`config.mk`:
```
export PLATFORM = sky130hd
export DESIGN_NAME = enigmaRegs_flat
export DESIGN_NICKNAME = d
export VERILOG_FILES = /design/src/logic/enigmaPkg.sv /design/src/logic/cipherIf.sv /design/src/logic/enigmaRegs.sv /design/src/flat_wrapper.sv
export SDC_FILE = /design/constraint.sdc
export NUM_CORES = 1
export LEC_CHECK = 0
export BUFFER_PORTS_ARGS = -buffer_cell sky130_fd_sc_hd__buf_4
export CAP_MARGIN = 40
export CORE_ASPECT_RATIO = 0.5
export CORE_MARGIN = 2
export CORE_UTILIZATION = 41
export CTS_BUF_LIST = sky130_fd_sc_hd__clkbuf_4 sky130_fd_sc_hd__clkbuf_8 sky130_fd_sc_hd__clkbuf_16
export CTS_CLUSTER_SIZE = 24
export DETAILED_ROUTE_END_ITERATION = 8
export PLACE_DENSITY_LB_ADDON = 0.05
export SLEW_MARGIN = 20
export SYNTH_ARGS = -nofsm -noshare
export SYNTH_HDL_FRONTEND = slang
export SYNTH_SLANG_ARGS = --single-unit
```
`constraint.sdc`:
```
create_clock -name load -period 4.1 [get_ports load]
set_input_delay 0.41 -clock load [delete_from_list [all_inputs] [get_ports load]]
set_output_delay 0.41 -clock load [all_outputs]
set_load 0.01 [all_outputs]
```
`src/logic/enigmaPkg.sv`:
```
package enigmaPkg;

    typedef logic [7:0]  letterT;
    typedef logic [25:0] oneHotT;
    typedef logic [4:0]  positionT;
    typedef logic [31:0] dataT;

    localparam int alphabetSize = 26;
    localparam int letterBase = 65;
    localparam int rotorCount = 3;

    // Register map, byte addresses
    localparam int positionsAddr = 'h0;
    localparam int letterAddr = 'h4;
    localparam int cipherAddr = 'h8;

    localparam logic [1:0] respOkay = 2'b00;
    localparam logic [1:0] respSlvErr = 2'b10;

    // Entry i names the input contact that drives output contact i
    localparam positionT plugboardMap [alphabetSize] = '{
        4, 10, 12, 5, 11, 6, 3, 16, 21, 25, 13, 19, 14,
        22, 24, 7, 23, 20, 18, 15, 0, 8, 1, 17, 2, 9
    };

    localparam positionT rotorMaps [rotorCount][alphabetSize] = '{
        '{7, 12, 21, 17, 0, 2, 22, 20, 23, 18, 9, 25, 15,
          3, 14, 13, 11, 8, 4, 10, 6, 5, 19, 16, 24, 1},
        '{19, 4, 7, 6, 12, 17, 8, 5, 2, 0, 1, 20, 25,
          9, 14, 22, 24, 18, 15, 13, 3, 10, 21, 16, 11, 23},
        '{19, 0, 6, 1, 15, 2, 18, 3, 16, 4, 20, 5, 21,
          13, 25, 7, 24, 8, 23, 9, 22, 11, 17, 10, 14, 12}
    };

    // Pairs are symmetric, so the reflector is its own inverse
    localparam positionT reflectorMap [alphabetSize] = '{
        24, 17, 20, 7, 16, 18, 11, 3, 15, 23, 13, 6, 14,
        10, 12, 8, 4, 1, 5, 25, 2, 22, 21, 9, 0, 19
    };

    function automatic oneHotT permuteForward(input oneHotT contacts,
                                              input positionT contactMap [alphabetSize]);
        oneHotT result;
        for (int i = 0; i < alphabetSize; i++) begin
            result[i] = contacts[contactMap[i]];
        end
        return result;
    endfunction

    // Same wiring traversed from the output side
    function automatic oneHotT permuteInverse(input oneHotT contacts,
                                              input positionT contactMap [alphabetSize]);
        oneHotT result;
        result = '0;
        for (int i = 0; i < alphabetSize; i++) begin
            result[contactMap[i]] = contacts[i];
        end
        return result;
    endfunction

endpackage

```
`src/logic/cipherIf.sv`:
```
`timescale 1ns/1ns

interface cipherIf
    import enigmaPkg::*;
();

    // Requests from the register block
    logic                      encipher;
    letterT                    plainLetter;
    logic                      setPositions;
    positionT [rotorCount-1:0] newPositions;

    // Result and rotor state from the core
    letterT                    cipherLetter;
    positionT [rotorCount-1:0] positions;

    modport regs (
        output encipher,
        output plainLetter,
        output setPositions,
        output newPositions,
        input  cipherLetter,
        input  positions
    );

    modport core (
        input  encipher,
        input  plainLetter,
        input  setPositions,
        input  newPositions,
        output cipherLetter,
        output positions
    );

endinterface

```
`src/logic/enigmaRegs.sv`:
```
`timescale 1ns/1ns

module enigmaRegs
    import enigmaPkg::*;
#(
    parameter int addrWidth = 4
) (
    input  logic                 load,
    input  logic                 reset,
    input  logic [addrWidth-1:0] awAddr,
    input  logic                 awValid,
    output logic                 awReady,
    input  dataT                 wData,
    input  logic                 wValid,
    output logic                 wReady,
    output logic [1:0]           bResp,
    output logic                 bValid,
    input  logic                 bReady,
    input  logic [addrWidth-1:0] arAddr,
    input  logic                 arValid,
    output logic                 arReady,
    output dataT                 rData,
    output logic [1:0]           rResp,
    output logic                 rValid,
    input  logic                 rReady,
    cipherIf.regs                bus
);

    logic   writeAccept;
    logic   readAccept;
    logic   positionsInRange;
    logic   letterInRange;
    letterT cipherReg;
    dataT   positionsWord;

    // Address and data are taken together, one write in flight
    assign writeAccept = awValid & wValid & ~bValid;
    assign awReady = writeAccept;
    assign wReady = writeAccept;

    assign bus.plainLetter = wData[7:0];

    // One byte lane per rotor
    always_comb begin
        positionsInRange = 1'b1;
        for (int k = 0; k < rotorCount; k++) begin
            bus.newPositions[k] = wData[8*k +: $bits(positionT)];
            if (wData[8*k +: $bits(positionT)] > positionT'(alphabetSize - 1)) begin
                positionsInRange = 1'b0;
            end
        end
    end

    assign letterInRange = (wData[7:0] >= letterT'(letterBase)) &&
                           (wData[7:0] < letterT'(letterBase + alphabetSize));

    assign bus.setPositions = writeAccept && (awAddr == addrWidth'(positionsAddr)) &&
                              positionsInRange;
    assign bus.encipher = writeAccept && (awAddr == addrWidth'(letterAddr)) && letterInRange;

    always_ff @(posedge load) begin
        if (reset) begin
            bValid <= 1'b0;
        end else if (writeAccept) begin
            bValid <= 1'b1;
        end else if (bReady) begin
            bValid <= 1'b0;
        end
    end

    // Rejected writes still complete, with SLVERR
    always_ff @(posedge load) begin
        if (writeAccept) begin
            bResp <= (bus.setPositions || bus.encipher) ? respOkay : respSlvErr;
        end
    end

    // Cipher letter is sampled before the rotors step
    always_ff @(posedge load) begin
        if (reset) begin
            cipherReg <= '0;
        end else if (bus.encipher) begin
            cipherReg <= bus.cipherLetter;
        end
    end

    assign readAccept = arValid & ~rValid;
    assign arReady = readAccept;

    always_comb begin
        positionsWord = '0;
        for (int k = 0; k < rotorCount; k++) begin
            positionsWord[8*k +: $bits(positionT)] = bus.positions[k];
        end
    end

    always_ff @(posedge load) begin
        if (reset) begin
            rValid <= 1'b0;
        end else if (readAccept) begin
            rValid <= 1'b1;
        end else if (rReady) begin
            rValid <= 1'b0;
        end
    end

    // Read data is held from acceptance until rReady
    always_ff @(posedge load) begin
        if (readAccept) begin
            if (arAddr == addrWidth'(positionsAddr)) begin
                rData <= positionsWord;
                rResp <= respOkay;
            end else if (arAddr == addrWidth'(cipherAddr)) begin
                rData <= dataT'(cipherReg);
                rResp <= respOkay;
            end else begin
                rData <= '0;
                rResp <= respSlvErr;
            end
        end
    end

endmodule

```
`src/flat_wrapper.sv`:
```
// flat-port wrapper written by rule: the top's interface ports become plain ports
module enigmaRegs_flat import enigmaPkg::*;
#(
    parameter int addrWidth = 4
)
  (load, reset, awAddr, awValid, awReady, wData, wValid, wReady, bResp, bValid, bReady, arAddr, arValid, arReady, rData, rResp, rValid, rReady, bus_encipher, bus_plainLetter, bus_setPositions, bus_newPositions, bus_cipherLetter, bus_positions);
  cipherIf bus_i ();
  input  logic load;
  input  logic reset;
  input  logic [addrWidth-1:0] awAddr;
  input  logic awValid;
  output logic awReady;
  input  dataT wData;
  input  logic wValid;
  output logic wReady;
  output logic [1:0] bResp;
  output logic bValid;
  input  logic bReady;
  input  logic [addrWidth-1:0] arAddr;
  input  logic arValid;
  output logic arReady;
  output dataT rData;
  output logic [1:0] rResp;
  output logic rValid;
  input  logic rReady;
  output wire logic [$bits(bus_i.encipher)-1:0] bus_encipher;
  output wire logic [$bits(bus_i.plainLetter)-1:0] bus_plainLetter;
  output wire logic [$bits(bus_i.setPositions)-1:0] bus_setPositions;
  output wire logic [$bits(bus_i.newPositions)-1:0] bus_newPositions;
  input wire logic [$bits(bus_i.cipherLetter)-1:0] bus_cipherLetter;
  input wire logic [$bits(bus_i.positions)-1:0] bus_positions;
  assign bus_encipher = bus_i.encipher;
  assign bus_plainLetter = bus_i.plainLetter;
  assign bus_setPositions = bus_i.setPositions;
  assign bus_newPositions = bus_i.newPositions;
  assign bus_i.cipherLetter = bus_cipherLetter;
  assign bus_i.positions = bus_positions;
  enigmaRegs #(.addrWidth(addrWidth)) u_core (.load(load), .reset(reset), .awAddr(awAddr), .awValid(awValid), .awReady(awReady), .wData(wData), .wValid(wValid), .wReady(wReady), .bResp(bResp), .bValid(bValid), .bReady(bReady), .arAddr(arAddr), .arValid(arValid), .arReady(arReady), .rData(rData), .rResp(rResp), .rValid(rValid), .rReady(rReady), .bus(bus_i));
endmodule
```
After elaboration in Yosys (flattened, before gate mapping) --
Index checks and enable logic that the tools add are counted.
Word-level totals: output and inout bits 66, input port bits 70, register bits after elaboration 46, logic and storage cells 43
Operators by class: reduce and logical (&&, ||, !) cells 11, mux-type cells 11, eq/ne operators 2, magnitude comparators 5, bitwise gates (word level) 6
Operator list (number):
- $mux 21 | 1
- $gt 5x5->1 const B | 3
- $ge 8x7->1 const B | 1
- $logic_not 4->1 | 2
- $lt 8x7->1 const B | 1
- $mux 8 | 1
- $mux 1 | 7
- $logic_and 1x1->1 | 5
- $eq 4x3->1 const B | 1
- $eq 4x4->1 const B | 1
- $mux 2 | 2
- $reduce_bool 2->1 | 2
- $and 1x1->1 | 3
- $not 1->1 | 3
- $reduce_or 2->1 | 1
- $logic_or 1x1->1 | 1

Longest topological paths before layout --
Gate-level depths: netlist (run 1).
word-level depth 7, mapped depth 5

Least setup slack after synthesis (run 1) --
Ideal clock, no wire load.
path kind input-to-output, start in arValid, end out arReady, buffers on the path 0, required time 3.690 ns, path slack 2.262 ns, cell stages on the path 1, arrival 1.428 ns, path through nor2b_1
On the way: cells in the longest elaborated chain, start to end 1
RTL lines:
- start: declaration | line flat_wrapper.sv:20 | input logic arValid;
- $and 1x1->1 | line enigmaRegs.sv:87 | assign readAccept = arValid & ~rValid;
- end: declaration | line flat_wrapper.sv:21 | output logic arReady;
No other way between the ends.

Worst setup path in the final report (run 1) --
start reg u_core.bValid, end out bus_encipher
On the way: cells in the longest elaborated chain, start to end 4
RTL lines:
- start: declaration | line enigmaRegs.sv:17 | output logic bValid,
- start signal: assignment | line enigmaRegs.sv:63 | bValid <= 1'b0;
- start signal: assignment | line enigmaRegs.sv:65 | bValid <= 1'b1;
- start signal: assignment | line enigmaRegs.sv:67 | bValid <= 1'b0;
- $not 1->1 | line enigmaRegs.sv:37 | assign writeAccept = awValid & wValid & ~bValid;
- $and 1x1->1 | line enigmaRegs.sv:37
- $logic_and 1x1->1 (2 in a row) | line enigmaRegs.sv:59 | assign bus.encipher = writeAccept && (awAddr == addrWidth'(letterAddr)) && letterInRange;
- end: declaration | line flat_wrapper.sv:26 | output wire logic [$bits(bus_i.encipher)-1:0] bus_encipher;
No other way between the ends.

==> summary.md, run 1 <==
| Metric | Value |
|---|---|
| # IOs | `136` |
| Place WS | `2.05 ns` |
| Number of max-cap violations | `0` |
| Top cell type's share of synthesized area | `37.9%` |
| Final net count | `301` |
| Startpoint Class | `flip-flop` |
| Grt ovf | `0` |
| Initial antenna violation count | `0` |
| Cells taking the most area after synthesis | `edfxtp_1 (38%), buf_4 (19%), dfxtp_1 (13%)` |
| Clock latency on the worst-skew pair | `0.28 ns` |
| Final Critical Period | `2.24 ns` |
| TritonCTS buffer count | `5` |
| # hold bufs at CTS | `0` |
| Die Ht | `48.0 microns` |
| Combinational Power Share | `18.4%` |
| Setup ws final | `1.86 ns` |
| Worst r2r path cells | `4` |
| Worst reg2reg setup slack | `2.51 ns` |
| Count of cell types in the netlist | `30` |
| GRT Max-Usage Layer | `met2` |
| Power density cells | `305 nW/um^2` |
| Leak | `0.00103 uW` |
| FP Rows | `15` |
| Critical path type | `flip-flop to output port` |
| TritonCTS clock tree | `yes` |
| Sequential power share | `49.2%` |
| Core area | `3570 sq um` |
| Drt drc | `0` |
| Worst hold path type | `input pin to flip-flop` |
| Final hold slack | `0.306 ns` |
| Final ANT Viol Nets | `0` |
| Total wire length | `3.33 mm` |
| Synth area leader | `edfxtp_1` |
| Crit path capture type | `output port` |
| Share of synthesized registers carrying an async set or reset | `0%` |
| Initial DRC Count | `17` |
| Most numerous cell in the Yosys netlist | `buf_4` |
| Maximum clock rate | `446 MHz` |
| Switching portion of total power | `24.4%` |
| Avg Cell Area, Syn | `10.6 sq um` |
| WL/cell | `11.8 microns` |
| Clk pin slew, worst setup/hold paths | `0.07 ns` |
| Max FO, Critical Path | `10` |
| VDD IR-drop max | `0.000127 V` |
| Vias per cell | `4.47` |
| R2R Path Start | `u_core.bValid` |
| Net switching power | `168 uW` |
| Total global-route track usage | `14.3%` |
| Register bit count reported by yosys | `30` |
| Die Span X | `92.0 microns` |
| Post-synth top cells | `buf_4 (40), edfxtp_1 (20), a21oi_1 (10), and2_1 (10), dfxtp_1 (10)` |
| Design area | `2260 sq um` |
| Clk pwr share | `32.4%` |
| Total Die Area | `4410 sq um` |
| First-pass DRT Iterations | `4` |
| Diode count | `0` |
| Finished Layout Cells | `283` |
| Max Root-Sink Buffers | `2` |
| CTS H-tree lvls | `2` |
| Cells after DPL | `274` |
| Status | `completed` |
| Routability cong. | `0.674` |
| Cell-internal power | `521 uW` |
| Vias after detailed routing | `1264` |
| Final Skew | `0.00642 ns` |
| Worst Hold Path Cells | `2` |
| Vias in the first global route | `1059` |
| RSZ-0062 raised after global routing | `false` |
| Port Buffers | `101` |
| Seq/Total Area, Yosys | `50.5%` |
| P&R area growth vs syn | `42.4%` |
| Final hold vios | `0` |
| Min-delay src | `rReady` |
| Post-Syn Area | `1590 sq um` |
| Arr. time, crit path | `1.83 ns` |
| Met2 Usage GRT | `25.6%` |
| CTS resizes | `0` |
| Synth Flop Type | `edfxtp_1` |
| Largest net degree at the start of global routing | `12` |
| Met3 usage | `5.20%` |
| Setup-failing EPs final | `0` |
| Met1 GRT Util | `15.8%` |
| Critical R2R Capture | `u_core.cipherReg[0]` |
| EDFF count, synth | `20` |
| Worst endpoint required time | `3.69 ns` |
| Cell Area, Placed | `2170 sq um` |
| Max-slew violations | `0` |
| CTS root buf | `clkbuf_8` |
| Warnings from Yosys | `0` |
| Hold Path Sink | `u_core.rValid` |
| Layout cells sized above 1 | `50.0%` |
| Syn Inst Count | `149` |
| Post-Route Setup TNS | `0 ns` |
| Postcts setup bufs | `0` |
| Tcrit/Tclk final | `54.7%` |
| Starting density of the core | `44.5%` |
| Global-route wire length before repair | `4.66 mm` |
| Clk sinks | `30` |
## placed cells by master, fill, tap and decap left out, types with 2 or more instances in the layout
cell type / count
buf_4: 101
mux2i_1: 5
a21oi_1: 10
o211ai_1: 2
nand2_1: 3
o21ai_0: 8
and3_1: 3
and2_1: 10
clkbuf_8: 5
inv_1: 3
dfxtp_1: 10
nor2_1: 9
conb_1: 16
edfxtp_1: 20
nand3_1: 8
## power groups by stage
stage	combinational (uW)	clock, uW	sequential [uW]
2_1_floorplan	64.9	0	352
3_3_place_gp	125	0	345
3_5_place_dp	127	0	345
4_1_cts	128	230	339
5_1_grt	136	244	340
6_report	127	223	339
## critical path: stages, from the launching register on
cell and delay [ns]:
dfxtp_1 0.32, nand3b_1 0.23, or4_1 0.61, nor3b_1 0.24
buf_4 0.15
## per-stage QoR
stage	total power [uW]	utilization, %
2_1_floorplan	417	-
6_report	688	63.3
4_1_cts	697	63.1
3_5_place_dp	472	60.7
3_3_place_gp	470	60.4
5_1_grt	720	63.3
## final cells by class
class	instances	area, sq um
tap	51	63.8
sequential	30	801
multi-input combinational	88	520
clock inverter	3	16.3
inverter	3	11.3
fill	315	1310
timing repair buffer	103	777
clock buffer	5	68.8
## registers in the layout, indices dropped and copies added, names as in the netlist
| name | flops |
|---|---|
| u_core.bResp | 1 |
| u_core.bValid | 1 |
| u_core.cipherReg | 8 |
| u_core.rData | 18 |
| u_core.rResp | 1 |
| u_core.rValid | 1 |
## how the worst max path moves through the flow
| stage | start | to | slack, ns | cells past startpoint |
|---|---|---|---|---|
| 2_1_floorplan | arValid | arReady | 2.26 | 1 |
| 3_3_place_gp | awValid | bus_encipher | 2.06 | 5 |
| 3_5_place_dp | awValid | bus_encipher | 2.05 | 5 |
| 4_1_cts | u_core.bValid | bus_encipher | 1.83 | 4 |
| 5_1_grt | u_core.bValid | bus_encipher | 1.74 | 4 |
| 6_report | u_core.bValid | bus_encipher | 1.86 | 4 |
## metal layers
layer | wire (microns) | vias to the layer above | part of all wire (%)
li1 | - | 633 | -
met1 | 1320 | 560 | 39
met2 | 1640 | 66 | 49
met3 | 324 | 5 | 9.7
met4 | 48 | 0 | 1.4
met5 | 0 | - | 0
## cells by family after synthesis
kind of cell,Yosys count,synth area share (%)
and+or+nand+nor,42,15.3
AOI/OAI and AO/OA,25,10.4
muxes,5,3.15
buffers and inverters,46,20.4
DFF,30,50.5
other,1,0.236
Power figures use the tool's default switching activity.
==> inputs of run 2 (changes only) <==
CORE_UTILIZATION = 38   (was 41)
clock period = 2.1 ns   (was 4.1 ns; I/O delays follow)
==> run 2 against run 1 <==
Worst setup slack got worse by 1.7 ns; register-to-register slack worse by 1.9 ns; highest routed layer unchanged; core utilization fell by 6.3 points; clock-buffer cell count is the same; routed wire length increased by 5.2%; clock skew fell by 0.0033 ns; die area rose by 7.4%; power rose by 94%; via count up 1.3%; combinational power increased by 95%; sequential share of layout area down 0.059 points.
==> summary.md, run 2 (synthesis results as in run 1) <==
| Metric | Value |
|---|---|
| Die Span X | `95.4 microns (+3.7%)` |
| Buf/Inv on CP | `1 (unchanged)` |
| Final net count | `301 (unchanged)` |
| Place WS | `0.350 ns (-1.70 ns)` |
| Largest reg by FF count | `u_core.rData` |
| Vias per cell | `4.48 (+0.20%)` |
| Critical path type | `flip-flop to output port` |
| # IOs | `136 (unchanged)` |
| P&R area growth vs syn | `42.6%` |
| Worst hold path type | `input pin to flip-flop` |
| FP Rows | `16 (+1)` |
| VDD IR-drop max | `0.000246 V (+94%)` |
| Worst endpoint required time | `1.89 ns (-1.80 ns)` |
| Global-route wire length before repair | `5.26 mm (+13%)` |
| CP cell instances | `nand3b_1, or4_4, nor3b_1, buf_4` |
| Diode count | `0 (unchanged)` |
| Max Root-Sink Buffers | `2 (unchanged)` |
| Maximum clock rate | `523 MHz` |
| Routability cong. | `0.706 (+4.9%)` |
| Layout Utilization | `57.1% (-6.3 points)` |
| CTS H-tree lvls | `2 (unchanged)` |
| Vias in the first global route | `1225 (+16%)` |
| Starting density of the core | `40.0% (-4.5 points)` |
| Post-Route Setup TNS | `0 ns (unchanged)` |
| Clk sinks | `30 (unchanged)` |
| Clock latency on the worst-skew pair | `0.27 ns (about the same)` |
| Setup ws final | `0.187 ns (-1.67 ns)` |
| Final Critical Period | `1.91 ns` |
| Number of max-cap violations | `0 (unchanged)` |
| Final ANT Viol Nets | `0 (unchanged)` |
| Power density cells | `591 nW/um^2 (+94%)` |
| CP max stage delay | `0.52 ns (-0.09 ns)` |
| Clk pin slew, worst setup/hold paths | `0.06 ns (about the same)` |
| WL/cell | `12.3 microns (+4.1%)` |
| First-pass DRT Iterations | `4 (unchanged)` |
| Final Skew | `0.00315 ns (-0.00327 ns)` |
| Largest net degree at the start of global routing | `21 (+9)` |
| Arr. time, crit path | `1.70 ns (-0.13 ns)` |
| Largest register FFs | `18 (unchanged)` |
| Leak | `0.00103 uW (+0.11%)` |
| Port Buffers | `101 (unchanged)` |
| TritonCTS buffer count | `5 (unchanged)` |
| Die Ht | `49.7 microns (+3.6%)` |
| CTS root buf | `clkbuf_8` |
| Drt drc | `0 (unchanged)` |
| Max FO, Critical Path | `10 (unchanged)` |
| Startpoint Class | `flip-flop` |
| Final hold vios | `0 (unchanged)` |
| Core area | `3960 sq um (+11%)` |
| Crit path capture type | `output port` |
| Total wire length | `3.50 mm (+5.2%)` |
| Top flop regs | `u_core.rData: 18 flops, u_core.cipherReg: 8 flops` |
| Tcrit/Tclk final | `91.1%` |
| Most common library cell in the layout ignoring fill and taps | `buf_4` |
| Setup-failing EPs final | `0 (unchanged)` |
| Grt ovf | `0 (unchanged)` |
| Cell Area, Placed | `2170 sq um (+0.35%)` |
| Vias after detailed routing | `1280 (+1.3%)` |
| Hpwl dp | `2.86 mm` |
| Total Die Area | `4740 sq um (+7.4%)` |
| Most frequent cells in the layout | `buf_4 (103), edfxtp_1 (20), conb_1 (16)` |
| RSZ-0062 raised after global routing | `false` |
| Status | `completed` |
| TritonCTS clock tree | `yes` |
| Cell family with most CP delay | `simple AND/OR/NAND/NOR gates` |
| Layout cells sized above 1 | `50.4% (+0.43 points)` |
| Max-slew violations | `0 (unchanged)` |
| Postcts setup bufs | `0 (unchanged)` |
| Total global-route track usage | `14.5% (+0.21 points)` |
| Initial antenna violation count | `0 (unchanged)` |
| Design area | `2260 sq um (+0.17%)` |
| Initial DRC Count | `20 (+3)` |
| CP max-delay cell | `or4_4` |
==> run 2: cell types whose count changed in the layout (fill, tap and decap cells not counted), sizes merged <==
cell,delta
buf,+1
clkbuf,-1
==> run 2: power by group <==
group	total [uW]	internal [uW]	switching, uW	leakage (uW)
combinational	248	136	112	0.000710
clock	427	226	201	0.0000416
sequential	662	654	7.83	0.000276
==> run 2: final timing paths <==
check	start	to	slack (ns)	depth (start not counted)
min	rReady	u_core.rValid	0.11	2
min reg2reg	u_core.cipherReg[6]	u_core.cipherReg[6]	0.47	2
max	u_core.bValid	bus_encipher	0.19	4
max reg2reg	u_core.bValid	u_core.cipherReg[0]	0.59	4
==> run 2: area by class of cell <==
type	instances	area [sq um]
well taps	54	67.6
clock buffers	5	68.8
multi-input cells	88	524
repair buffers	103	773
clock inverters	3	16.3
inverters	3	11.3
flip-flops and latches	30	801
fillers	365	1700
==> run 2: through the flow <==
step           power (uW)  hold WS (ns)  std cells
6_report             1340         0.115        286
5_1_grt              1400         0.119        286
4_1_cts              1360         0.107        286
3_5_place_dp          925         0.402        278
3_3_place_gp          921         0.394        278
2_1_floorplan         814         0.309        164
==> run 2: metal layers <==
metal	track usage, %	part of all wire (%)
met1	16.1	40
met2	26.3	50
met3	4.13	8.9
met4	5.71	1.2
met5	0	0
==> run 2: repair_timing <==
item | in CTS | in global routing
resized for setup | 0 | 1
endpoints found under the setup margin | 0 | 1
hold buffers | 0 | 0
